### config.mk
export PLATFORM = sky130hd
export DESIGN_NAME = spanPainter
export DESIGN_NICKNAME = d
export VERILOG_FILES = /design/src/logic/gfxPkg.sv /design/src/logic/spanPainter.sv
export SDC_FILE = /design/constraint.sdc
export NUM_CORES = 1
export LEC_CHECK = 0
export ABC_AREA = 1
export BUFFER_PORTS_ARGS = -buffer_cell sky130_fd_sc_hd__buf_2
export CORE_MARGIN = 3
export CORE_UTILIZATION = 45
export DETAILED_ROUTE_END_ITERATION = 12
export PLACE_DENSITY = 0.68
export REMOVE_ABC_BUFFERS = 1
export SYNTH_ARGS = -nofsm -noshare
export SYNTH_HDL_FRONTEND = slang
export SYNTH_SLANG_ARGS = --single-unit
export TNS_END_PERCENT = 10
### constraint.sdc
create_clock -name clk -period 5.6 [get_ports clk]
set_input_delay 0.28 -clock clk [delete_from_list [all_inputs] [get_ports clk]]
set_output_delay 0.28 -clock clk [all_outputs]
set_load 0.005 [all_outputs]
### src/logic/gfxPkg.sv
`default_nettype none

package gfxPkg;

	////////////////////////////////////////
	// Display geometry
	////////////////////////////////////////
	localparam int screenWidth = 160;	// Columns per row
	localparam int screenHeight = 120;	// Rows per frame
	localparam int pixelAddrWidth = 15;	// Holds row * 160 + col
	localparam int colorWidth = 3;		// One bit each for R, G, B

	////////////////////////////////////////
	// Command and pixel buses
	////////////////////////////////////////

	// Span word as pushed by the CPU, MSB first
	typedef struct packed {
		logic [5:0] pad;			// Ignored
		logic [colorWidth-1:0] color;
		logic [6:0] row;			// 0-119 on screen
		logic [7:0] left;			// First column, inclusive
		logic [7:0] right;			// Last column, inclusive
	} spanCmd;

	// All ones ends the frame and asks for a flip
	localparam logic [31:0] swapWord = 32'hFFFF_FFFF;

	// One pixel toward the back buffer
	typedef struct packed {
		logic we;
		logic [pixelAddrWidth-1:0] addr;	// Linear, row major
		logic [colorWidth-1:0] color;
	} pixelWrite;

	////////////////////////////////////////
	// Painter FSM
	////////////////////////////////////////
	typedef enum logic [2:0] {
		waitCmd,	// Idle until the FIFO holds a word
		fetch,		// FIFO read data arriving
		decode,		// Latch fields, or catch a swap
		paint,		// One pixel per clock
		waitSwap	// Parked until the flip is done
	} painterState;

endpackage

`default_nettype wire

### src/logic/spanPainter.sv
`default_nettype none

module spanPainter (
	input logic clk,
	input logic reset,
	input logic empty,
	input gfxPkg::spanCmd popData,
	output logic pop,
	output gfxPkg::pixelWrite pixelOut,
	output logic swapRequest,
	input logic swapDone,
	output logic swapPending
);

	gfxPkg::painterState state;

	// Latched span fields
	logic [gfxPkg::colorWidth-1:0] cmdColor;
	logic [6:0] cmdRow;
	logic [7:0] cmdRight;

	// Walking position
	logic [7:0] col;							// Current column
	logic [gfxPkg::pixelAddrWidth-1:0] addr;	// Current linear address

	logic [gfxPkg::pixelAddrWidth-1:0] rowBase;
	logic isSwap;
	logic emptySpan;
	logic lastPixel;
	logic onScreen;

	// Decode helpers, all looking at the FIFO read register
	assign isSwap = (popData == gfxPkg::swapWord);
	assign emptySpan = (popData.left > popData.right);	// Nothing to draw

	// row * 160 as row * 128 + row * 32
	assign rowBase = {1'b0, popData.row, 7'b0} + {3'b0, popData.row, 5'b0};

	assign lastPixel = (col == cmdRight);
	// Off-screen pixels still take their cycle but write nothing
	assign onScreen = (col < gfxPkg::screenWidth) && (cmdRow < gfxPkg::screenHeight);

	////////////////////////////////////////
	// Control outputs
	////////////////////////////////////////
	assign pop = (state == gfxPkg::waitCmd) && !empty;			// Single cycle, leaves waitCmd
	assign swapRequest = (state == gfxPkg::decode) && isSwap;	// One-cycle flip request

	// High from the request until the flip lands
	assign swapPending = swapRequest || (state == gfxPkg::waitSwap);

	always_comb
	begin
		pixelOut.we = (state == gfxPkg::paint) && onScreen;
		pixelOut.addr = addr;
		pixelOut.color = cmdColor;
	end

	////////////////////////////////////////
	// State register
	////////////////////////////////////////
	always_ff @(posedge clk)
	begin
		if (reset)
			state <= gfxPkg::waitCmd;
		else
		begin
			case (state)
				gfxPkg::waitCmd:
				begin
					if (!empty)
						state <= gfxPkg::fetch;	// pop goes out this cycle
				end

				gfxPkg::fetch:
					state <= gfxPkg::decode;	// Read data valid next

				gfxPkg::decode:
				begin
					if (isSwap)
						state <= gfxPkg::waitSwap;
					else if (emptySpan)
						state <= gfxPkg::waitCmd;	// Skip, no pixels
					else
						state <= gfxPkg::paint;
				end

				gfxPkg::paint:
				begin
					if (lastPixel)
						state <= gfxPkg::waitCmd;	// Right end is inclusive
				end

				gfxPkg::waitSwap:
				begin
					// Resume once the buffers have flipped
					if (swapDone)
						state <= gfxPkg::waitCmd;
				end

				default:
					state <= gfxPkg::waitCmd;
			endcase
		end
	end

	////////////////////////////////////////
	// Span datapath
	////////////////////////////////////////
	always_ff @(posedge clk)
	begin
		if (state == gfxPkg::decode)
		begin
			cmdColor <= popData.color;
			cmdRow <= popData.row;
			cmdRight <= popData.right;
			col <= popData.left;
			addr <= rowBase + {7'b0, popData.left};	// First pixel of span
		end
		else if (state == gfxPkg::paint)
		begin
			// Step one pixel to the right
			col <= col + 1'b1;
			addr <= addr + 1'b1;
		end
	end

endmodule

`default_nettype wire

-- Word-level counts from Yosys, hierarchy flattened
Index checks and enable logic that the tools add are counted.
- bitwise operators: 0
- $add $sub $neg: 4
- muxes and demuxes: 10
- multiply operators: 0
- reduce and logical (&&, ||, !) cells: 9
- div/mod/pow operators: 0
- equal/unequal tests: 9
- magnitude comparators: 3
- shift operators: 0
- operators with widths (kind ; count):
    $eq A32 B32 Y1 const B ; 1
    $mux W15 ; 2
    $mux W8 ; 2
    $add A14 B12 Y15 ; 1
    $add A15 B1 Y15 const B ; 1
    $add A15 B8 Y15 ; 1
    $pmux W3 S5 ; 1
    $mux W3 ; 4
    $add A8 B1 Y8 const B ; 1
    $eq A8 B8 Y1 ; 1
    $gt A8 B8 Y1 ; 1
    $lt A8 B8 Y1 const B ; 1
    $lt A7 B7 Y1 const B ; 1
    $eq A3 B2 Y1 const B ; 2
    $ne A2 B2 Y1 const B ; 3
    $logic_and A1 B1 Y1 ; 4
    $eq A3 B1 Y1 const B ; 1
    $eq A3 B3 Y1 const B ; 1
    $logic_not A3 Y1 ; 1
    $reduce_and A3 Y1 ; 1
    $mux W2 ; 1
    $reduce_bool A2 Y1 ; 1
    $logic_not A1 Y1 ; 1
    $logic_or A1 B1 Y1 ; 1
- bits in latches: 0
- logic and storage cells: 41
- output and inout bits: 22
- memory bits (read-only): 0
- bits in registers: 44
- memories: 0
- RAM bits: 0
- bits of input ports: 36

-- Depth between registers and ports, before layout
Gate-level depths: netlist of the first run.
- depth after elaboration: 4
- mapped depth: 14
- depth with buffers taken out: 14

-- Worst setup path after synthesis of the first run
No wires, ideal clock.
- path kind: in2reg
- start: input port popData[15] in the netlist's numbering
- end: register addr[14] in the netlist's numbering (data pin)
- data required time: 5342 ps
- library setup time: 258 ps
- path slack: 3348 ps
- stages on the path: 12
- path buffers: 0
- arrival time: 1993 ps
- cells stage by stage: inv_1 -> fa_1 -> inv_1 -> fa_1 -> nand3_1 -> nand2_1 -> nand2_1 -> nand2_1 -> a21oi_1 -> nor2_1 -> o21ai_0 -> nand2_1
- cells in the longest elaborated chain, start to end: 2
- RTL lines (element ; RTL line ; source):
    from (decl) ; spanPainter.sv:7 ; input gfxPkg::spanCmd popData,
    $add A15 B8 Y15 ; spanPainter.sv:118 ; addr <= rowBase + {7'b0, popData.left};
    $mux W15 ; spanPainter.sv:112 ; if (state == gfxPkg::decode)
    to (signal assigned) ; spanPainter.sv:118 ;
    to (signal assigned) ; spanPainter.sv:124 ; addr <= addr + 1'b1;
    to (decl) ; spanPainter.sv:24 ; logic [gfxPkg::pixelAddrWidth-1:0] addr;
Every way passes these cells.
A chain may end at the register's enable or synchronous reset.

-- Worst setup path in the final report of the first run
- start: register state[1]
- end: output port swapPending
- cells in the longest elaborated chain, start to end: 3
- elaborated cells between the ends (all ways): 4
- classes of those cells: 2 x eq/ne; 2 x reduce/logical
- RTL lines (element ; RTL line ; source):
    from (decl) ; spanPainter.sv:15 ; gfxPkg::painterState state;
    from (signal assigned) ; spanPainter.sv:65 ; state <= gfxPkg::waitCmd;
    from (signal assigned) ; spanPainter.sv:72 ; state <= gfxPkg::fetch;
    from (signal assigned) ; spanPainter.sv:76 ; state <= gfxPkg::decode;
    $eq A3 B2 Y1 ; spanPainter.sv:47 ; assign swapRequest = (state == gfxPkg::decode) && isSwap;
    $logic_and A1 B1 Y1 ; spanPainter.sv:47 ;
    $logic_or A1 B1 Y1 (*) ; spanPainter.sv:50 ; assign swapPending = swapRequest || (state == gfxPkg::waitSwap);
    to (decl) ; spanPainter.sv:12 ; output logic swapPending
Every way passes the cells marked *; elsewhere a longest branch is shown, timed or not.

==> run metrics, run 1 <==
status=complete, no violations; largest buffer count on any clock path=2; cell breakdown of the critical path=inv_1, nor2_2, buf_4, nand2_2, inv_1, buf_4, nand3_1, o21ai_0, buf_2; CTS Sinks=41; Die W=84.96 um; commonest cells after routing, fill and taps aside=85 x nand2_1, 57 x buf_2, 41 x inv_1; synth unique cells=31; worst slew pin tran=~800 ps; crit end category=output port; Setup violations, final=0; # diodes=0; port bufs=57; CP startpoint kind=flip-flop; DR DRC count=0; areal power density over the cells=330.6 mW/mm^2; worst IR drop on VDD=180.1 uV; Wirelength per Cell=12.70 um; Mapped Cells=approximately 330; setup_tns=0 ps; vias in the first global route=between 2000 and 2500; largest net degree at the start of global routing=29; clk root buf=clkbuf_8; Hold Buf Count CTS=0; Nets=451; critical path buffer and inverter count=5; worst-skew pair later-pin latency=290 ps; pre-CTS WS=2830 ps; post_cts resized=0; Critical Path AT=2760 ps; global-route wire length before repair=10260 um; worst setup margin=2555 ps; CTS tree=yes; CP peak stage delay=670 ps; DP Wirelength=about 4700 um; post-route ant nets=0; Area growth syn-to-layout=15.92%; Avg Synthesized Cell Area=8.552 sq um; drt pass-1 iters=4; Congestion Overflow GR=0; RSZ-0062 raised after global routing=no; share of post-route cells with drive strength above 1=around a fifth; sequential fraction of the synthesis area=42.82%; Die ar.=0.007217 sq mm; Peak Freq=~330 MHz; routed vias=2288; Worst EP required=5320 ps; Num CTS Buffers=5; number of synthesized flops with an enable pin=38; crit path kind=reg -> out; commonest non-fill, non-tap cell in the layout=nand2_1; CTS H-tree depth=2; headroom to the max-slew limit=46.72%; synthesized cell area=0.002805 sq mm; RD Place Congestion=0.7719; Yosys Warn Count=0; Yosys reg bits=41; core area=0.005991 sq mm; Worst path slowest cell=inv_1; Starting Density=46.83%; Die H=84.96 um; Primary FF master, synth=edfxtp_1; vias per cell=4.910; Final Skew=roughly 4.2 ps; final wirelength=5919 um; maxcap violations=0; slack of the worst reg-to-reg path=3100 ps; crit-path leading delay family=buffers and inverters; fin crit period=3045 ps; worst hold path class=in -> reg; DRT iter0 DRCs=134; initial antenna violation count=0; setup bufs post-CTS=0; Power Total=1.075 mW; P_leak=1.532 nW; Async SR Flop Fraction=0%; Hold Vio Cnt, Final=0; FP Rows=28; Slew Limit Fails=0; overall global routing resource usage=approximately 18%; fin crit share=54.37%; Top Ports=58; Clock transition at path regs=80 ps; crit-path max FO=28
==> flip-flops by register name (all words and copies together) (netlist names) <==
name,count
addr,15
cmdRight,8
col,8
cmdRow,4
cmdColor,3
state,3
==> worst reg2reg max path, delay by kind of cell (launching register included) <==
kind	cells	cell delay, ps
flops	1	350
buf+inv	4	1400
simple gates	5	710
==> layout make-up <==
cell class                 instances  area [sq um]
clock buffer                       5         68.82
clock inverter                     3         17.52
fill                             545          2739
inverter                          42         157.7
multi-input combinational        241          1413
sequential                        41          1201
tap                               75         93.84
timing repair buffer              59         300.3
==> kinds of logic (layout without fill, tap and decap cells) <==
group	count (synthesis)	count (layout)	synth area share, %
XOR/XNOR	20	20	6.244
AND/OR/NAND/NOR	160	160	25.34
flip-flops	41	41	42.82
AO/OA/AOI/OAI	36	36	7.092
buffers and inverters	46	109	6.824
adder cells (fa/ha/maj)	25	25	11.69
==> path summary, 6_finish.rpt <==
check	end	start	depth (start not counted)
max	swapPending	state[1]	9
min	state[0]	reset	2
max reg2reg	state[2]	state[1]	9
min reg2reg	state[1]	state[0]	4
==> report_power, final <==
group / switching (mW) / internal [mW]
clock: 0.104 / 0.0860
combinational: 0.228 / 0.147
sequential: 0.0628 / 0.448
total: 0.395 / 0.680
==> through the flow <==
stage | area, sq um | utilization (%) | hold slack [ps] | instances
floorplan | 2771 | - | 349.1 | 324
global placement | 3166 | 52.84 | 469.2 | 458
detailed placement | 3166 | 52.84 | 468.3 | 458
CTS | 3252 | 54.28 | 149.2 | 466
global route | 3252 | 54.28 | 165.3 | 466
finish | 3252 | 54.28 | 160.1 | 466
==> layer usage <==
layer | global-route usage [%] | up-vias | part of all wire, %
met2 | 28.39 | 64 | 45
met5 | 0 | - | 0
met4 | 3.165 | 0 | 0.84
met1 | 24.35 | 999 | 48
li1 | - | 1220 | -
met3 | 4.078 | 5 | 5.6
==> cell usage after synthesis, types with 4 or more instances <==
cell,number,area [sq um]
nor2_1,30,112.6
o21ai_0,17,85.08
nor3_1,4,20.02
xor2_1,16,140.1
a21oi_1,11,55.05
edfxtp_1,38,1141
nand4_1,8,50.05
inv_1,41,153.9
xnor2_1,4,35.03
nand3_1,20,100.1
nand2_1,85,319.1
ha_1,23,287.8
Note: power is estimated with default switching activity, not from simulation.
==> run 2, diff against run 1 <==
==> constraint.sdc (replaced) <==
create_clock -name clk -period 2.9 [get_ports clk]
set_input_delay 0.145 -clock clk [delete_from_list [all_inputs] [get_ports clk]]
set_output_delay 0.145 -clock clk [all_outputs]
set_load 0.005 [all_outputs]
==> run 2 against run 1 <==
Power increased by 92%. Cell area decreased by 0.12%. Clock skew increased by 0.68 ps. Combinational power increased by 92%. Utilization decreased by 0.063 points. Register-to-register slack got worse by 2000 ps. Clock-buffer cell count increased by 1. Routed wire length decreased by 1.4%. Hold slack got worse by 140 ps. Critical endpoint is now addr[14].
==> run metrics, run 2 (synthesized netlist as in run 1, its figures left out) <==
Setup violations, final=0; top flop regs=addr (15), cmdRight (8), col (8); Slew Limit Fails=0; Top Ports=58; DP Wirelength=4641 um; maxcap violations=0; vias in the first global route=~2200; Die H=84.96 um; core area=~0.006 sq mm; Sw Ratio=36.58%; clk root buf=clkbuf_8; status=complete, no violations; Register Area=0.001201 sq mm; Hold Vio Cnt, Final=0; largest buffer count on any clock path=2; fin crit period=2113 ps; routed vias=2323; final wirelength=5838 um; Hold Buf Count CTS=0; port bufs=57; slack of the worst reg-to-reg path=1140 ps; Num CTS Buffers=5; overall global routing resource usage=16.93%; CTS Sinks=41; Starting Density=46.83%; Reg power frac=47.6%; internal power=1.313 mW; DR DRC count=0; Worst R2R Start=state[1]; worst-skew pair later-pin latency=approximately 300 ps; worst slew pin tran=roughly 430 ps; hold_sp=reset; Worst EP required=2950 ps; crit end category=flip-flop; worst IR drop on VDD=341.6 uV; initial antenna violation count=0; CTS H-tree depth=2; cell area after layout=0.003248 sq mm; # diodes=0; placed inst area=0.003166 sq mm; Clk pwr share=17.6%; setup_tns=0 ps; P_leak=around 1.5 nW; RR Endpoint=col[2]; commonest cells after routing, fill and taps aside=85 x nand2_1, 57 x buf_2, 41 x inv_1; RSZ-0062 raised after global routing=no; max reg flops=15; share of post-route cells with drive strength above 1=19.95%; WHS Path Cells=2; CP startpoint kind=input port; DRT iter0 DRCs=98; Wirelength per Cell=12.53 um; Biggest register=addr; crit-path max FO=4; Clock transition at path regs=80 ps; fin crit share=72.88%; Area growth syn-to-layout=15.79%; RD Place Congestion=0.8406; headroom to the max-slew limit=71.20%; Congestion Overflow GR=0; global-route wire length before repair=9798 um; Critical Path AT=about 2200 ps; Reg2Reg Depth=7; largest net degree at the start of global routing=43; setup bufs post-CTS=0; worst hold path class=in -> reg; drt pass-1 iters=4; power share of the combinational group=34.8%; Nets=451; FP Rows=28; Fillers=around 560; worst hold margin=between 20 and 25 ps; post_cts resized=0; CTS tree=yes; footprint of the multi-input gates=about 0.0014 sq mm; Die W=84.96 um; Die ar.=0.007217 sq mm; Final Skew=4.842 ps; net load switching power=757.0 uW; hold path endpoint=state[0]; areal power density over the cells=637.2 mW/mm^2; Peak Freq=between 400 and 500 MHz; post-route ant nets=0; vias per cell=4.985; commonest non-fill, non-tap cell in the layout=nand2_1; crit path kind=in -> reg
-- run 2: cell types whose count changed in the layout (fill, tap and decap cells not counted), sizes merged --
cell	previous run	this run
clkbuf	5	6
clkinvlp	1	0
-- run 2: worst max path at each step --
stage	endpoint	startpoint	slack (ps)
after global routing	addr[14]	popData[15]	560
after CTS	addr[14]	popData[15]	810
final	addr[14]	popData[15]	790
after global placement	addr[14]	popData[15]	580
after detailed placement	addr[14]	popData[15]	500
after floorplan	swapPending	state[1]	280
-- run 2: worst max-delay path: stages --
cell and delay [ps]:
buf_2 110, inv_1 60, fa_1 520, inv_1 60
fa_1 460, nand3_1 100, nand2_1 70, nand2_1 90
nand2_1 60, a21oi_1 160, nor2_1 70, o21ai_0 180
nand2_1 70
-- run 2: final cells by class --
cell class                 count  area share, %
multi-input combinational    241          43.49
sequential                    41          36.98
timing repair buffer          59          9.245
inverter                      42          4.854
tap                           75          2.889
clock buffer                   6          2.234
clock inverter                 2         0.3082
-- run 2: through the flow --
stage          setup slack (ps)  power [mW]  cells  util (%)
2_1_floorplan             284.6       1.472    324         -
3_3_place_gp              575.0       1.705    458     52.84
3_5_place_dp              497.8       1.724    458     52.84
4_1_cts                   813.3       2.090    466     54.22
5_1_grt                   558.0       2.242    466     54.22
6_report                  786.6       2.070    466     54.22
-- run 2: per-layer routing --
metal / routed length, um / GRT usage [%] / up-vias
met5: 0 / 0 / -
met4: 78 / 5.324 / 0
met3: 328 / 3.592 / 6
met2: 2622 / 26.98 / 56
met1: 2810 / 23.10 / 1045
li1: - / - / 1216
-- run 2: power by group through the flow --
stage | Clock, mW | Combinational, mW | Sequential [mW]
after detailed placement | 0 | 0.727 | 0.997
after CTS | 0.375 | 0.730 | 0.985
after floorplan | 0 | 0.489 | 0.984
final | 0.365 | 0.720 | 0.984
after global placement | 0 | 0.711 | 0.994
after global routing | 0.396 | 0.838 | 1.01
