$ cat src/logic/gfxPkg.sv
`default_nettype none

package gfxPkg;

	////////////////////////////////////////
	// Display geometry
	////////////////////////////////////////
	localparam int screenWidth = 160;	// Columns per row
	localparam int screenHeight = 120;	// Rows per frame
	localparam int pixelAddrWidth = 15;	// Holds row * 160 + col
	localparam int colorWidth = 3;		// One bit each for R, G, B

	////////////////////////////////////////
	// Command and pixel buses
	////////////////////////////////////////

	// Span word as pushed by the CPU, MSB first
	typedef struct packed {
		logic [5:0] pad;			// Ignored
		logic [colorWidth-1:0] color;
		logic [6:0] row;			// 0-119 on screen
		logic [7:0] left;			// First column, inclusive
		logic [7:0] right;			// Last column, inclusive
	} spanCmd;

	// All ones ends the frame and asks for a flip
	localparam logic [31:0] swapWord = 32'hFFFF_FFFF;

	// One pixel toward the back buffer
	typedef struct packed {
		logic we;
		logic [pixelAddrWidth-1:0] addr;	// Linear, row major
		logic [colorWidth-1:0] color;
	} pixelWrite;

	////////////////////////////////////////
	// Painter FSM
	////////////////////////////////////////
	typedef enum logic [2:0] {
		waitCmd,	// Idle until the FIFO holds a word
		fetch,		// FIFO read data arriving
		decode,		// Latch fields, or catch a swap
		paint,		// One pixel per clock
		waitSwap	// Parked until the flip is done
	} painterState;

endpackage

`default_nettype wire

$ cat src/logic/spanFifo.sv
`default_nettype none

module spanFifo #(
	parameter int fifoDepth = 16	// Power of two
) (
	input logic clk,
	input logic reset,
	input logic push,
	input gfxPkg::spanCmd pushData,
	input logic pop,
	output gfxPkg::spanCmd popData,
	output logic empty,
	output logic full
);

	localparam int ptrWidth = $clog2(fifoDepth);

	gfxPkg::spanCmd store [fifoDepth];	// Circular command storage
	logic [ptrWidth-1:0] wrPtr;			// Next free slot
	logic [ptrWidth-1:0] rdPtr;			// Head of queue
	logic [ptrWidth:0] count;			// 0 up to fifoDepth
	logic doPush;
	logic doPop;

	// Qualified strobes
	assign doPush = push && !full;		// Overflow push is dropped
	assign doPop = pop && !empty;

	// Levels follow the count, so they move the cycle after a push or pop
	assign empty = (count == '0);
	assign full = (count == fifoDepth[ptrWidth:0]);

	////////////////////////////////////////
	// Pointers and occupancy
	////////////////////////////////////////
	always_ff @(posedge clk)
	begin
		if (reset)
		begin
			wrPtr <= '0;
			rdPtr <= '0;
			count <= '0;
		end
		else
		begin
			if (doPush)
				wrPtr <= wrPtr + 1'b1;	// Wraps at depth
			if (doPop)
				rdPtr <= rdPtr + 1'b1;
			case ({doPush, doPop})
				2'b10: count <= count + 1'b1;
				2'b01: count <= count - 1'b1;
				default: count <= count;	// Both or neither
			endcase
		end
	end

	////////////////////////////////////////
	// Storage and read register
	////////////////////////////////////////
	always_ff @(posedge clk)
	begin
		if (doPush)
			store[wrPtr] <= pushData;
		// Head word shows up one cycle after pop
		if (doPop)
			popData <= store[rdPtr];
	end

endmodule

`default_nettype wire

$ cat config.mk
export PLATFORM = sky130hd
export DESIGN_NAME = spanFifo
export DESIGN_NICKNAME = d
export VERILOG_FILES = /design/src/logic/gfxPkg.sv /design/src/logic/spanFifo.sv
export SDC_FILE = /design/constraint.sdc
export NUM_CORES = 1
export LEC_CHECK = 0
export BUFFER_PORTS_ARGS = -buffer_cell sky130_fd_sc_hd__buf_2
export CAP_MARGIN = 10
export CORE_ASPECT_RATIO = 2
export CORE_UTILIZATION = 50
export CTS_CLUSTER_SIZE = 40
export DETAILED_ROUTE_END_ITERATION = 8
export GPL_TIMING_DRIVEN = 0
export HOLD_SLACK_MARGIN = 0.08
export PLACE_DENSITY = 0.66
export RECOVER_POWER = 50
export SETUP_SLACK_MARGIN = 0.15
export SYNTH_ARGS = -nofsm -noshare
export SYNTH_HDL_FRONTEND = slang
export SYNTH_SLANG_ARGS = --single-unit
$ cat constraint.sdc
create_clock -name clk -period 5.1 [get_ports clk]
set_input_delay 0.255 -clock clk [delete_from_list [all_inputs] [get_ports clk]]
set_output_delay 0.255 -clock clk [all_outputs]
set_load 0.02 [all_outputs]
; ---- After elaboration in Yosys (flattened, before gate mapping)
; Memories as Yosys holds them, arrays and structs flattened. A register that Yosys moved wholly into a read port is not among the register bits.
; Cells that the tools add are included.
[totals]
ff_bits = 13
latch_bits = 0
ram_bits = 512
mem_bits_ro = 0
in_bits = 36
out_inout_bits = 34
word_cells = 20
memories = 1
[classes]
n_addsub = 4
mul = 0
div_mod_pow = 0
magnitude_cmp = 0
eq_ne = 3
shift = 0
n_mux = 3
bitwise = 0
reduce_logical = 6
[mem_list]
columns = name, depth, width, rd, rd_clocked_by_memory_dff, wr, line
row1 = store, 16, 32, 1, 1, 1, spanFifo.sv:18  ; gfxPkg::spanCmd store [fifoDepth];
[ops]
columns = operator, n
row1 = one-hot mux 5 bit (2 select lines), 1
row2 = "adder 4 x 1 -> 4 bit, second input constant", 2
row3 = "adder 5 x 1 -> 5 bit, second input constant", 1
row4 = "equality test 5 bit, second input constant", 1
row5 = zero test 5 bit, 1
row6 = "subtractor 5 x 1 -> 5 bit, second input constant", 1
row7 = "equality test 2 x 1 -> 1 bit, second input constant", 1
row8 = "equality test 2 bit, second input constant", 1
row9 = logical AND 1 bit, 2
row10 = zero test 1 bit, 2
row11 = 2-to-1 mux 1 bit, 2
row12 = nonzero test 2 bit, 1

; ---- Depth between registers and ports, before layout
; Gate-level depths: netlist of run 1.
[depth]
depth_word = 5
mapped_depth = 11
mapped_depth_nobuf = 10

; ---- Worst setup path before layout of run 1
; Ideal clock, no wire load.
[synth_timing]
path_type = register to register
from = register count[0]
to = memory store[0][0] (netlist name), enable pin
setup_time_ns = 0.461
arrival_ns = 3.091
required_time_ns = 4.639
slack_ns = 1.548
path_stages_with_launch = 6
n_path_buf = 1
period_less_slack_ns = 3.552
path_cell_list = dfxtp_1 > or4_1 > buf_4 > o21a_4 > nand2_1 > nor3_1
[synth_between]
elab_chain_len = 5
[synth_lines]
columns = item, line
row1 = start: declaration, spanFifo.sv:21  ; logic [ptrWidth:0] count;
row2 = start signal: assignment, spanFifo.sv:51  ; 2'b10: count <= count + 1'b1;
row3 = start signal: assignment, spanFifo.sv:52  ; 2'b01: count <= count - 1'b1;
row4 = start signal: assignment, spanFifo.sv:53  ; default: count <= count;
row5 = equality test 5 bit, spanFifo.sv:31  ; assign full = (count == fifoDepth[ptrWidth:0]);
row6 = zero test 1 bit, spanFifo.sv:26  ; assign doPush = push && !full;
row7 = logical AND 1 bit, spanFifo.sv:26
row8 = 2-to-1 mux 1 bit, spanFifo.sv:63  ; if (doPush)
row9 = 2-to-1 mux 1 bit (not written as such), spanFifo.sv:64  ; store[wrPtr] <= pushData;
row10 = end: declaration, spanFifo.sv:18
; No other way between the ends.

; ---- Worst setup path in the final report of run 1
[layout_timing]
from = register count[0]
to = register count[4]
[layout_between]
elab_chain_len = 5
word_cells_on_any_way = 12
classes_between = add/sub: 2 / eq/ne: 3 / mux: 1 / reduce/logical: 6
[layout_lines]
columns = item, line
row1 = zero test 5 bit (*), spanFifo.sv:30  ; assign empty = (count == '0);
row2 = zero test 1 bit (*), spanFifo.sv:27  ; assign doPop = pop && !empty;
row3 = logical AND 1 bit (*), spanFifo.sv:27
row4 = via doPop, spanFifo.sv:23  ; logic doPop;
row5 = equality test 2 x 1 -> 1 bit / equality test 2 bit (equally long branches), spanFifo.sv:50  ; case ({doPush, doPop})
row6 = one-hot mux 5 bit (2 select lines) / nonzero test 2 bit (equally long branches), --
; Mark *: on every way through the listed nets, which the timed path passes. The rest lies on a longest branch.
; A chain may end at the register's enable or synchronous reset.

==> results summary, run 1 <==
The run finished, with violations left. The checks that failed: max-capacitance violations, max-slew violations. The number of setup violations in the final report is 0.

The synthesized design contains 544 enable-type register cells. The floorplan step set the die width to 147 µm. The post-synthesis net count is 973. The worst setup path is launched from a register. Cells with a size suffix above 1 make up 22.2% of the layout. Buffers inserted to repair hold after CTS numbered 33. STA classifies the critical path endpoint as a register. The synthesis-stage register bit count came out at 557. Setup repair after global routing left no endpoint under its margin. The post-synthesis cell type count came out at 33. The worst register-to-register path has a depth of 10. The standard-cell row count is 105. Compared with the post-synthesis result, the final layout area differs by 15.4%.

The insertion delay of the later-clocked pin in the worst-skew pair is 0.55 ns. The count of final hold-check violations came out at 0. After synthesis, the share of flip-flops with an asynchronous set or reset is 0%.

From bottom edge to top edge, the die measures 292 µm. The sequential group share of total power came out at 49.2%. The CTS sink count is 557.

The endpoint of the worst-slack reg-to-reg timing path is count[4]. After synthesis, the cell types taking the most area are sky130_fd_sc_hd__edfxtp_1 (78%), sky130_fd_sc_hd__mux4_2 (14%), sky130_fd_sc_hd__a22oi_1 (2.3%). The number of buffers inserted to repair setup after CTS came out at 0. The gate count after technology mapping came out at 927.

The hold path startpoint is push. At the pin with the least slew margin, the transition time is 1.83 ns. The number of max-cap violations is 1.

The count of warnings emitted by yosys came out at 0. Sequential elements use 79.2% of the synthesized area. The netlist area before placement is 0.0210 mm². In the routed design, unresolved DRC markers number 0.

The die covers 0.0428 mm². The mean post-synth cell area is 22.6 µm². The worst hold path terminates at wrPtr[3]. The final worst-path cycle share is 70.8%. The via density per instance is 5.87. The part of the power in combinational logic is 20.4%. The clock slew at the register clock pins of the worst setup and hold paths came out at 0.06 ns. The count of routing violations after the opening detailed-route iteration is 856. The maximum frequency from static timing analysis came out at 277 MHz. Entering global routing, the biggest net connects 25 pins. The vias after detailed routing is 9,858. Of all cell types, the one taking the most synthesized area is sky130_fd_sc_hd__edfxtp_1.

The overall fraction of global-route tracks in use is 22.0%. The residual antenna-violating net count after detailed routing came out at 0. IR analysis of the VDD net gives a maximum drop of 0.311 mV. The remaining max-slew budget at the tightest pin came out at -22.3%.

The required time at the worst-slack endpoint is 5.54 ns. The number of antenna violations at the first check in global routing came to 1. The setup path with the least slack is of type reg -> reg. The top-level I/O count is 70. The type of the worst min-delay path is in -> reg.

The analysis attributes to cell leakage a power of 7.53 nW. The power dissipated by switching net loads is 2.87 mW. The total count of max-transition violations in the final report is 25. In the layout the commonest cells are sky130_fd_sc_hd__edfxtp_1 (544), sky130_fd_sc_hd__mux4_2 (128), sky130_fd_sc_hd__clkbuf_1 (102), sky130_fd_sc_hd__a22oi_1 (64), sky130_fd_sc_hd__clkbuf_16 (49).

Port buffering added 69 buffers. The power density normalized to cell area came out at 455 mW/mm². Buffers inserted during clock tree synthesis total 46. The level count of the clock H-tree is 2. The quantity of gates resized following cts came out at 0. The clock root buffer master is sky130_fd_sc_hd__clkbuf_16. The number of global-route vias before repair came out at 10,600. The clock tree from TritonCTS is yes. The internal portion of total power is 8.13 mW. Tracing the worst setup path back leads to its startpoint at count[0]. The clock network accounts for 30.4% of the total power. The maximum fanout encountered on the critical timing path came out at 10. The routed wire length per instance is 27.0 µm. The overall overflow remaining after global route is 0. The minimum clock period after layout came out at 3.61 ns. Detailed placement ended at an HPWL of 29.3 mm. In this run the biggest area consumer among cell types represents 77.9% of the synthesized area. The switching fraction of total power came out at 26.1%. The starting density of the core is 51.0%.

Among all flip-flop cells after synthesis, the most frequent one is sky130_fd_sc_hd__edfxtp_1. The smallest hold slack came out at 0.0962 ns. The most common cell after layout, fill and taps aside is sky130_fd_sc_hd__edfxtp_1. The number of cells on the worst hold path is 4. The worst path arrival time came out at 4.05 ns. The startpoint identified for the worst register-to-register timing path is count[0].

The sum of negative setup slack came out at 0 ns. The placer's final routability congestion estimate came out at 0.708. In this run the deepest clock path goes through 3 buffers.

The core region area is 0.0411 mm². The filler cell count is 2,947. The final layout contains routed wiring with a total length of 45.4 mm. The worst-case clock skew came out at 0.0107 ns. The first global-routing pass estimated 67.0 mm of wire. Setup slack on the worst reg-to-reg path comes out at 1.49 ns.

The net count of the finished layout came out at 1,152. The length of the first detailed-routing pass in iterations is 5.
[metrics by stage]
step                power, mW  utilization, %  instance area (µm²)  cells  setup slack [ns]
detailed placement       7.85            54.9                22600   1560              1.98
floorplan                7.12               -                21000    927              1.55
CTS                      11.2            59.2                24300   1677              1.95
global placement         7.76            53.4                22000   1531             -1.45
finish                   11.0            58.8                24200   1678              1.49
global route             11.4            58.8                24200   1678              1.29
[Yosys cell counts, types with 7 or more instances]
cell,count
sky130_fd_sc_hd__a22oi_1,64
sky130_fd_sc_hd__buf_1,9
sky130_fd_sc_hd__buf_4,7
sky130_fd_sc_hd__clkbuf_1,23
sky130_fd_sc_hd__dfxtp_1,13
sky130_fd_sc_hd__edfxtp_1,544
sky130_fd_sc_hd__ha_1,9
sky130_fd_sc_hd__inv_1,8
sky130_fd_sc_hd__mux4_2,128
sky130_fd_sc_hd__nand2_1,37
sky130_fd_sc_hd__nor2_1,35
sky130_fd_sc_hd__xor2_1,7
[kinds of logic after synthesis]
logic type / after synthesis / synth area share (%)
buffers and inverters: 57 / 1.36
AO/OA/AOI/OAI: 75 / 2.78
multiplexers: 132 / 14.0
XOR/XNOR: 8 / 0.334
flip-flops: 557 / 79.2
AND/OR/NAND/NOR: 88 / 1.77
adder cells (fa/ha/maj): 10 / 0.633
[routing by layer]
| layer | up-vias | GRT usage [%] | wire length (µm) |
|---|---|---|---|
| met5 | - | 0 | 0 |
| met1 | 5189 | 25.7 | 16400 |
| li1 | 4237 | - | - |
| met2 | 328 | 40.2 | 25000 |
| met4 | 0 | 9.53 | 1800 |
| met3 | 104 | 2.77 | 2170 |
[state kept, by name, indices dropped and copies added, names as in the netlist]
| name | cells |
|---|---|
| store | 512 |
| wrPtr | 4 |
| popData | 32 |
| count | 5 |
| rdPtr | 4 |
[layout make-up]
class	instances	area (µm²)	area share [%]
Antenna cell	1	2.50	0.0103
Buffer	49	250	1.03
Clock buffer	62	1270	5.27
Clock inverter	22	133	0.548
Inverter	8	30.0	0.124
Multi-Input combinational cell	313	4150	17.2
Sequential cell	557	16600	68.6
Tap cell	535	669	2.77
Timing Repair Buffer	131	1090	4.49
[how the worst max path moves through the flow]
stage,to,cells after the start
2_1_floorplan,store[0][0],5
3_3_place_gp,store[0][16],5
3_5_place_dp,count[4],11
4_1_cts,count[4],11
5_1_grt,count[4],10
6_report,count[4],10
[worst max-delay path, cell delays in order, from the launching register on]
cell	delay, ns
sky130_fd_sc_hd__dfxtp_1	0.35
sky130_fd_sc_hd__or4_1	0.52
sky130_fd_sc_hd__clkbuf_1	0.19
sky130_fd_sc_hd__o21ai_0	0.43
sky130_fd_sc_hd__inv_1	0.41
sky130_fd_sc_hd__ha_1	0.39
sky130_fd_sc_hd__ha_1	0.36
sky130_fd_sc_hd__nand2b_1	0.07
sky130_fd_sc_hd__a21oi_1	0.18
sky130_fd_sc_hd__mux2i_1	0.25
sky130_fd_sc_hd__mux2_2	0.35
[power groups by stage]
| stage | clock network [mW] | registers, mW | logic (mW) |
|---|---|---|---|
| floorplan | 0 | 5.65 | 1.47 |
| global placement | 0 | 5.52 | 2.24 |
| detailed placement | 0 | 5.50 | 2.34 |
| CTS | 3.39 | 5.41 | 2.37 |
| global route | 3.54 | 5.43 | 2.42 |
| finish | 3.35 | 5.42 | 2.24 |
Note: power is estimated with default switching activity, not from simulation.
==> inputs of run 2 (changes only) <==
Settings changed: ABC_AREA set to 1, PLACE_DENSITY 0.66 to 0.69.
Clock period 5.1 ns to 3.2 ns, I/O delays scaled along.
==> results summary, run 2 <==
The number of synthesized flops with an enable pin came out at 544 (unchanged). The ratio of cells with drive above 1 in the final layout is 7.67% (-15 points). The sequential element share of the synthesized area came out at 69.7% (-9.5 points). From synthesis to final layout, the design area changed by 14.1%. The level count of the clock H-tree is 2 (unchanged). The power dissipated by switching net loads is 6.47 mW (+130%). The slew at the pin with the worst max-slew slack was 1.03 ns (-0.806 ns). The vias after detailed routing was 16,800 (+70%). The flip-flop count of the largest register, all copies and words added is 512 (unchanged). The final worst-path cycle share came out at 81.6% (+11 points).

The length of the first detailed-routing pass in iterations is 5 (unchanged). The insertion delay of the later-clocked pin in the worst-skew pair came out at 0.58 ns (+0.03 ns). The first-pass GRT wire length came out at 102 mm (+52%). The total of buffers placed on input and output ports is 69 (unchanged).

In the post-synthesis netlist, the cell with the most instances is sky130_fd_sc_hd__nand2_1. The most critical setup path has its startpoint at count[1]. The number of antenna violations at the first check in global routing came out at 1 (unchanged). The gate count after technology mapping came out at 2,232 (+140%). The commonest cells after synthesis are sky130_fd_sc_hd__nand2_1 (701), sky130_fd_sc_hd__edfxtp_1 (544), sky130_fd_sc_hd__inv_1 (405). Leaving out fill and tap cells, the most frequent cells in the layout are sky130_fd_sc_hd__nand2_1 (701), sky130_fd_sc_hd__edfxtp_1 (544), sky130_fd_sc_hd__inv_1 (404), sky130_fd_sc_hd__nand3_1 (395), sky130_fd_sc_hd__clkbuf_1 (90). The netlist area before placement came out at 0.0238 mm² (+14%). The mean post-synth cell area is 10.7 µm² (-53%). The fraction of power consumed by the clock network was 29.0% (-1.4 points).

The clock slew at the register clock pins of the worst setup and hold paths is 0.07 ns (about the same). The floorplan die area came out at 0.0486 mm² (+14%). store holds more flip-flops than any other register. The vertical die dimension is 311 µm (+6.6%).

The worst-case clock skew came out at 0.0175 ns (+0.00675 ns). The worst setup path is of the reg -> reg kind. The minimum clock period after layout came out at 2.61 ns (-1.00 ns). STA classifies the critical path startpoint as a register. The slack of the worst reg-to-reg path is 0.59 ns (-0.90 ns). The worst path arrival time is 3.10 ns (-0.95 ns). The post-layout instance area is 0.0272 mm² (+12%). The total power draw came out at 19.6 mW (+78%). The via density per instance came to 5.48 (-6.7%).

The clock root buffer master is sky130_fd_sc_hd__clkbuf_16. The maximum fanout encountered on the critical timing path is 10 (unchanged). The width of the die came to 156 µm (+6.5%).

In this run the most critical hold path is launched from push. The detailed placer's ending HPWL is 44.6 mm (+52%). The required time at the worst-slack endpoint came out at 3.68 ns (-1.86 ns).

The core region area came out at 0.0468 mm² (+14%). The number of buffers added by the clock tree synthesis step was 46 (unchanged). The sequential group share of total power came to 44.2% (-5.0 points).

The top-level I/O count came out at 70 (unchanged). The residual antenna-violating net count after detailed routing was 0 (unchanged). The worst-case reg-to-reg path depth came out at 15 (+5). The overall overflow remaining after global route was 0 (unchanged). sky130_fd_sc_hd__edfxtp_1 takes more of the synthesized area than any other cell. In this run the critical register-to-register path is launched from count[1].

After synthesis, the cell types taking the most area are sky130_fd_sc_hd__edfxtp_1 (69%), sky130_fd_sc_hd__nand2_1 (11%), sky130_fd_sc_hd__nand3_1 (8.3%). The async set or reset register ratio after synthesis came out at 0% (unchanged). The internal portion of total power is 13.1 mW (+61%). The number of setup violations in the final report came out at 0 (unchanged).

The starting density of the core is 50.9% (-0.077 points). The number of global-route vias before repair came out at 16,900 (+58%). The count of warnings emitted by yosys came out at 0 (unchanged). The total count of max-transition violations in the final report was 0 (-100%). The tightest min-delay check is of the in -> reg type. TritonCTS built the clock tree. The most common cell after layout, fill and taps aside is sky130_fd_sc_hd__nand2_1. The CTS sink count is 557 (unchanged).

The post-synthesis net count came out at 2,278 (+130%). In the final layout, the registers with the most flip-flops are store (512), popData (32), count (5). The flow ran to the end, and the final reports show no timing, DRC or antenna violations. The fraction of post-synthesis cell area in the top cell type by area came out at 68.6% (-9.4 points). The worst register-to-register path ends at count[4]. The post-synthesis cell type count was 22 (-33%). The routed wire length per instance came to 22.5 µm (-17%). The end of the critical path is count[4]. The placer's final routability congestion estimate was 0.857 (+21%). The part of the power in combinational logic came to 26.8% (+6.4 points). The overall fraction of global-route tracks in use is 29.2% (+7.3 points). The worst setup path is captured at a register. The quantity of gates resized following cts is 0 (unchanged).

Setup repair after global routing left no endpoint under its margin. The count of final hold-check violations came out at 0 (unchanged). The number of cells on the worst hold path is 5 (+1). The standard-cell row count is 112 (+6.7%).

The remaining max-slew budget at the tightest pin is 31.4% (+54 points). The number of buffers on the longest clock path came out at 3 (unchanged). The maximum number of pins on one net before global-route repair is 27 (+8.0%).

The final wirelength is 69.1 mm (+52%). The maximum frequency from static timing analysis came to 383 MHz (+38%). The total DRC errors in the routed layout is 0 (unchanged).

The placed instance area came out at 0.0254 mm² (+13%). The number of max-cap violations came out at 0 (-1). The setup slack of the critical path after layout came out at 0.589 ns (-0.898 ns).

The commonest register cell after synthesis is sky130_fd_sc_hd__edfxtp_1. The synthesis-stage register bit count came out at 557 (unchanged). The worst slack after detailed placement came out at 0.551 ns (-1.43 ns). The number of diodes came out at 0 (-1). The standby leakage power came to 11.4 nW (+51%). The switching fraction of total power is 33.1% (+7.0 points). The net count of the finished layout is 2,449 (+110%).

The largest vdd supply drop is 0.520 mV (+67%). The count of routing violations after the opening detailed-route iteration is 1,844 (+120%). The power density normalized to cell area came out at 720 mW/mm² (+58%).
[run 2: cell count changes after synthesis, sizes merged, moves of 4 or more]
cell and change:
nand3 +395, xor2 -5, o21ai +6, nor3 -4, inv +399, o211ai -4, clkbuf -14, buf +72
nand2 +664, mux4 -128, a22oi -64
[run 2: cells by family after synthesis]
family          Yosys count  synth area share, %
buf+inv                 515                 9.44
xor+xnor                  3                0.110
flops                   557                 69.7
compound gates           13                0.273
fa+ha+maj                10                0.557
simple gates           1134                 20.0
[run 2: repair_timing]
action,CTS,global route
hold buffers,37,0
setup buffers,0,0
endpoints found under the hold margin,523,0
[run 2: critical path, stage by stage (launching register included)]
cell	delay [ns]
sky130_fd_sc_hd__dfxtp_1	0.39
sky130_fd_sc_hd__nor2_1	0.08
sky130_fd_sc_hd__nand3_1	0.28
sky130_fd_sc_hd__nand2_1	0.18
sky130_fd_sc_hd__inv_2	0.28
sky130_fd_sc_hd__ha_1	0.32
sky130_fd_sc_hd__inv_1	0.11
sky130_fd_sc_hd__fa_1	0.42
sky130_fd_sc_hd__inv_1	0.07
sky130_fd_sc_hd__nand2_1	0.04
sky130_fd_sc_hd__nand2_1	0.07
sky130_fd_sc_hd__nand2_1	0.05
sky130_fd_sc_hd__nand2_1	0.05
sky130_fd_sc_hd__nand3_1	0.06
sky130_fd_sc_hd__nand2_1	0.06
sky130_fd_sc_hd__inv_1	0.03
[run 2: power by group through the flow]
| stage | registers [mW] | logic, mW | clock network (mW) |
|---|---|---|---|
| 2_1_floorplan | 9.03 | 2.91 | 0 |
| 3_3_place_gp | 8.81 | 5.02 | 0 |
| 3_5_place_dp | 8.79 | 5.22 | 0 |
| 4_1_cts | 8.64 | 5.28 | 5.70 |
| 5_1_grt | 8.68 | 5.66 | 5.95 |
| 6_report | 8.65 | 5.25 | 5.67 |
[run 2: cell type report]
class / instances / area (µm²)
Buffer: 107 / 708
Clock buffer: 64 / 1310
Clock inverter: 20 / 171
Fill cell: 3859 / 19600
Inverter: 408 / 1540
Multi-Input combinational cell: 1160 / 5100
Sequential cell: 557 / 16600
Tap cell: 627 / 785
Timing Repair Buffer: 123 / 966
[run 2: worst min path at each step]
stage	endpoint	slack [ns]
detailed placement	rdPtr[2]	0.47
floorplan	rdPtr[2]	0.23
global placement	rdPtr[2]	0.46
finish	wrPtr[3]	0.52
global route	count[3]	0.56
CTS	store[3][28]	0.49
[run 2: stage by stage]
step,std cells,hold WS (ns),TNS (ns),util [%]
2_1_floorplan,2232,0.229,0,-
3_3_place_gp,2928,0.460,-670.67,53.3
3_5_place_dp,2945,0.472,0,54.3
4_1_cts,3066,0.487,0,58.3
5_1_grt,3066,0.555,0,58.1
6_report,3066,0.516,0,58.1
[run 2: per-layer routing]
| metal | part of all wire [%] | up-vias | track usage [%] |
|---|---|---|---|
| met4 | 6.7 | 2 | 19.8 |
| met5 | 0.071 | - | 0 |
| met3 | 7.9 | 294 | 3.65 |
| met2 | 53 | 956 | 52.1 |
| li1 | - | 7547 | - |
| met1 | 33 | 8005 | 32.1 |
==> inputs of run 3 (changes only) <==
Settings changed: ABC_AREA 1 to 0.
Clock period 3.2 ns to 2.3 ns, I/O delays scaled along.
==> results summary, run 3 (same netlist as run 1, synthesis figures left out) <==
The flow ran to the end, but the final reports show violations. The checks that failed: negative setup slack. The overall fraction of global-route tracks in use is 22.1% (-7.1 points).

The required time at the worst-slack endpoint is 2.74 ns (-0.94 ns). The number of cells on the worst hold path is 3 (-2). The total DRC errors in the routed layout is 0 (unchanged).

The standby leakage power came out at 8.08 nW (-29%). The number of antenna violations at the first check in global routing is 1 (unchanged). The layout overhead on the synthesized area came out at 21.7%.

The type of the worst min-delay path is in -> reg. The number of max-cap violations is 0 (unchanged). More flip-flops sit in one register than any other, and that register is store. The level count of the clock H-tree is 2 (unchanged). The width of the die is 147 µm (-6.1%). The power density normalized to cell area is 1020 mW/mm² (+41%). The routed wire length per instance came out at 27.1 µm (+20%). The clock slew at the register clock pins of the worst setup and hold paths is 0.06 ns (about the same). The residual antenna-violating net count after detailed routing is 0 (unchanged). The detailed placer's ending HPWL came to 28.3 mm (-37%). Setup repair after global routing could not meet its margin everywhere. The maximum fanout encountered on the critical timing path is 4 (-6). The destination of the worst hold path is rdPtr[3]. The number of setup violations in the final report is 11 (+11). The core region area came out at 0.0411 mm² (-12%). The setup slack of the critical path after layout came out at -0.511 ns (-1.10 ns). The startpoint identified for the worst hold timing path is reset.

The tree is rooted in a sky130_fd_sc_hd__clkbuf_16. The CTS sink count came out at 557 (unchanged). The count of routing violations after the opening detailed-route iteration was 851 (-54%). The net count of the finished layout came to 1,211 (-51%).

The total count of max-transition violations in the final report came out at 0 (unchanged). The worst-case reg-to-reg path depth was 11 (-4). The post-layout instance area is 0.0255 mm² (-6.1%). The filler cell count is 2,750 (-29%).

The overall overflow remaining after global route is 0 (unchanged). The vias after detailed routing is 10,200 (-39%). The count of final hold-check violations is 0 (unchanged). The vertical die dimension was 292 µm (-6.2%). The slack of the worst reg-to-reg path came to -0.51 ns (-1.10 ns). The length of the first detailed-routing pass in iterations is 5 (unchanged). The number of global-route vias before repair is 10,800 (-36%). Leaving out fill and tap cells, the most frequent cell in the layout is sky130_fd_sc_hd__edfxtp_1. In this run the critical register-to-register path is launched from count[1].

The endpoint identified for the worst register-to-register timing path is count[4]. The worst setup path is launched from a register. The placer's final routability congestion estimate is 0.726 (-15%). The via density per instance came out at 5.90 (+7.7%). The worst path arrival time is 3.25 ns (+0.15 ns). The total of buffers placed on input and output ports came out at 69 (unchanged). The number of buffers on the longest clock path is 3 (unchanged). The flip-flop count of the largest register, all copies and words added was 512 (unchanged). The slew at the pin with the worst max-slew slack is 0.896 ns (-0.132 ns). The minimum clock period after layout came out at 2.81 ns (+0.200 ns). The number of buffers added by the clock tree synthesis step is 45 (-2.2%). In the layout the commonest cells are sky130_fd_sc_hd__edfxtp_1 (544), sky130_fd_sc_hd__mux4_2 (128), sky130_fd_sc_hd__clkbuf_1 (81), sky130_fd_sc_hd__a22oi_1 (52), sky130_fd_sc_hd__clkbuf_16 (51). The most critical setup path has its startpoint at count[1]. TritonCTS built the clock tree.

The insertion delay of the later-clocked pin in the worst-skew pair came out at 0.56 ns (-0.02 ns). The worst-case clock skew is 0.0118 ns (-0.00567 ns). The largest vdd supply drop came out at 1.02 mV (+97%). The ratio of cells with drive above 1 in the final layout came out at 31.3% (+24 points). The top-level I/O count came out at 70 (unchanged). The maximum frequency from static timing analysis came out at 356 MHz (-7.1%). The final wirelength is 47.0 mm (-32%). The placed instance area is 0.0226 mm² (-11%). In the final layout, the registers with the most flip-flops are store (512), popData (32), count (5). The maximum number of pins on one net before global-route repair is 24 (-11%). By startpoint and endpoint, the worst setup path is classified as reg -> reg. The standard-cell row count came out at 105 (-6.3%). The first-pass GRT wire length came out at 67.4 mm (-34%). The remaining max-slew budget at the tightest pin is 40.3% (+8.8 points).

The kind of end point of the critical path is a register. The floorplan die area came out at 0.0428 mm² (-12%). The final worst-path cycle share came to 122% (+41 points).

The worst slack after detailed placement is -1.69 ns (-2.24 ns). The starting density of the core came to 51.0% (+0.077 points).
run 3: cell types whose count changed in the layout (fill, tap and decap cells not counted), sizes merged, moves of 64 or more:
cell / delta
a22oi: +64
inv: -400
mux4: +128
nand2: -664
nand3: -395
run 3: per-stage QoR:
step                      setup TNS, ns  total power [mW]  std cells  hold slack [ns]  util (%)
after floorplan                   -2.78              15.9        927            0.187         -
after global placement          -294.47              17.3       1531            0.366      53.9
after detailed placement         -49.40              17.5       1551            0.380      55.1
after CTS                         -1.03              25.9       1702            0.328      61.0
after global routing              -1.69              26.8       1732            0.352      62.1
final                             -1.29              25.9       1732            0.351      62.1
run 3: repair_timing:
| item | in CTS | in global routing |
|---|---|---|
| pin swaps | 18 | 10 |
| gates resized for setup | 65 | 53 |
| endpoints found under the setup margin | 478 | 236 |
| hold endpoints to repair | 517 | 0 |
| hold buffers | 35 | 0 |
| buffers inserted | 37 | 23 |
| cloned | 1 | 6 |
run 3: worst max-delay path, stage by stage (launching register included):
cell	delay [ns]
sky130_fd_sc_hd__dfxtp_4	0.35
sky130_fd_sc_hd__or4_4	0.51
sky130_fd_sc_hd__buf_6	0.15
sky130_fd_sc_hd__o21ai_4	0.16
sky130_fd_sc_hd__clkinvlp_4	0.17
sky130_fd_sc_hd__ha_4	0.21
sky130_fd_sc_hd__buf_6	0.12
sky130_fd_sc_hd__ha_4	0.26
sky130_fd_sc_hd__nor2_1	0.06
sky130_fd_sc_hd__a21oi_4	0.12
sky130_fd_sc_hd__mux2i_1	0.23
sky130_fd_sc_hd__mux2_2	0.35
run 3: area by class of cell:
class / instances / area [µm²] / share of cell area [%]
Timing Repair inverter: 1 / 7.51 / 0.0294
Clock buffer: 53 / 1200 / 4.70
Sequential cell: 557 / 16600 / 65.1
Tap cell: 535 / 669 / 2.62
Timing Repair Buffer: 190 / 1870 / 7.34
Buffer: 49 / 409 / 1.60
Multi-Input combinational cell: 313 / 4420 / 17.3
Clock inverter: 25 / 303 / 1.19
Inverter: 8 / 33.8 / 0.132
Antenna cell: 1 / 2.50 / 0.00981
run 3: where the power goes:
group	total, mW	internal, mW	switching, mW
clock network	7.91	4.51	3.40
registers	12.0	11.8	0.169
logic	6.03	2.89	3.14
run 3: worst max path at each step:
| stage | cells past startpoint | end |
|---|---|---|
| 2_1_floorplan | 10 | count[4] |
| 3_3_place_gp | 10 | count[4] |
| 3_5_place_dp | 10 | count[4] |
| 4_1_cts | 11 | count[4] |
| 5_1_grt | 11 | count[4] |
| 6_report | 11 | count[4] |
run 3: layer usage:
layer  vias to the layer above  wire [µm]  GRT usage, %
met3                       100       2040          2.56
met2                       333      26700          41.9
met4                         0       2020          10.3
met1                      5427      16200          24.3
met5                         -          0             0
li1                       4359          -             -
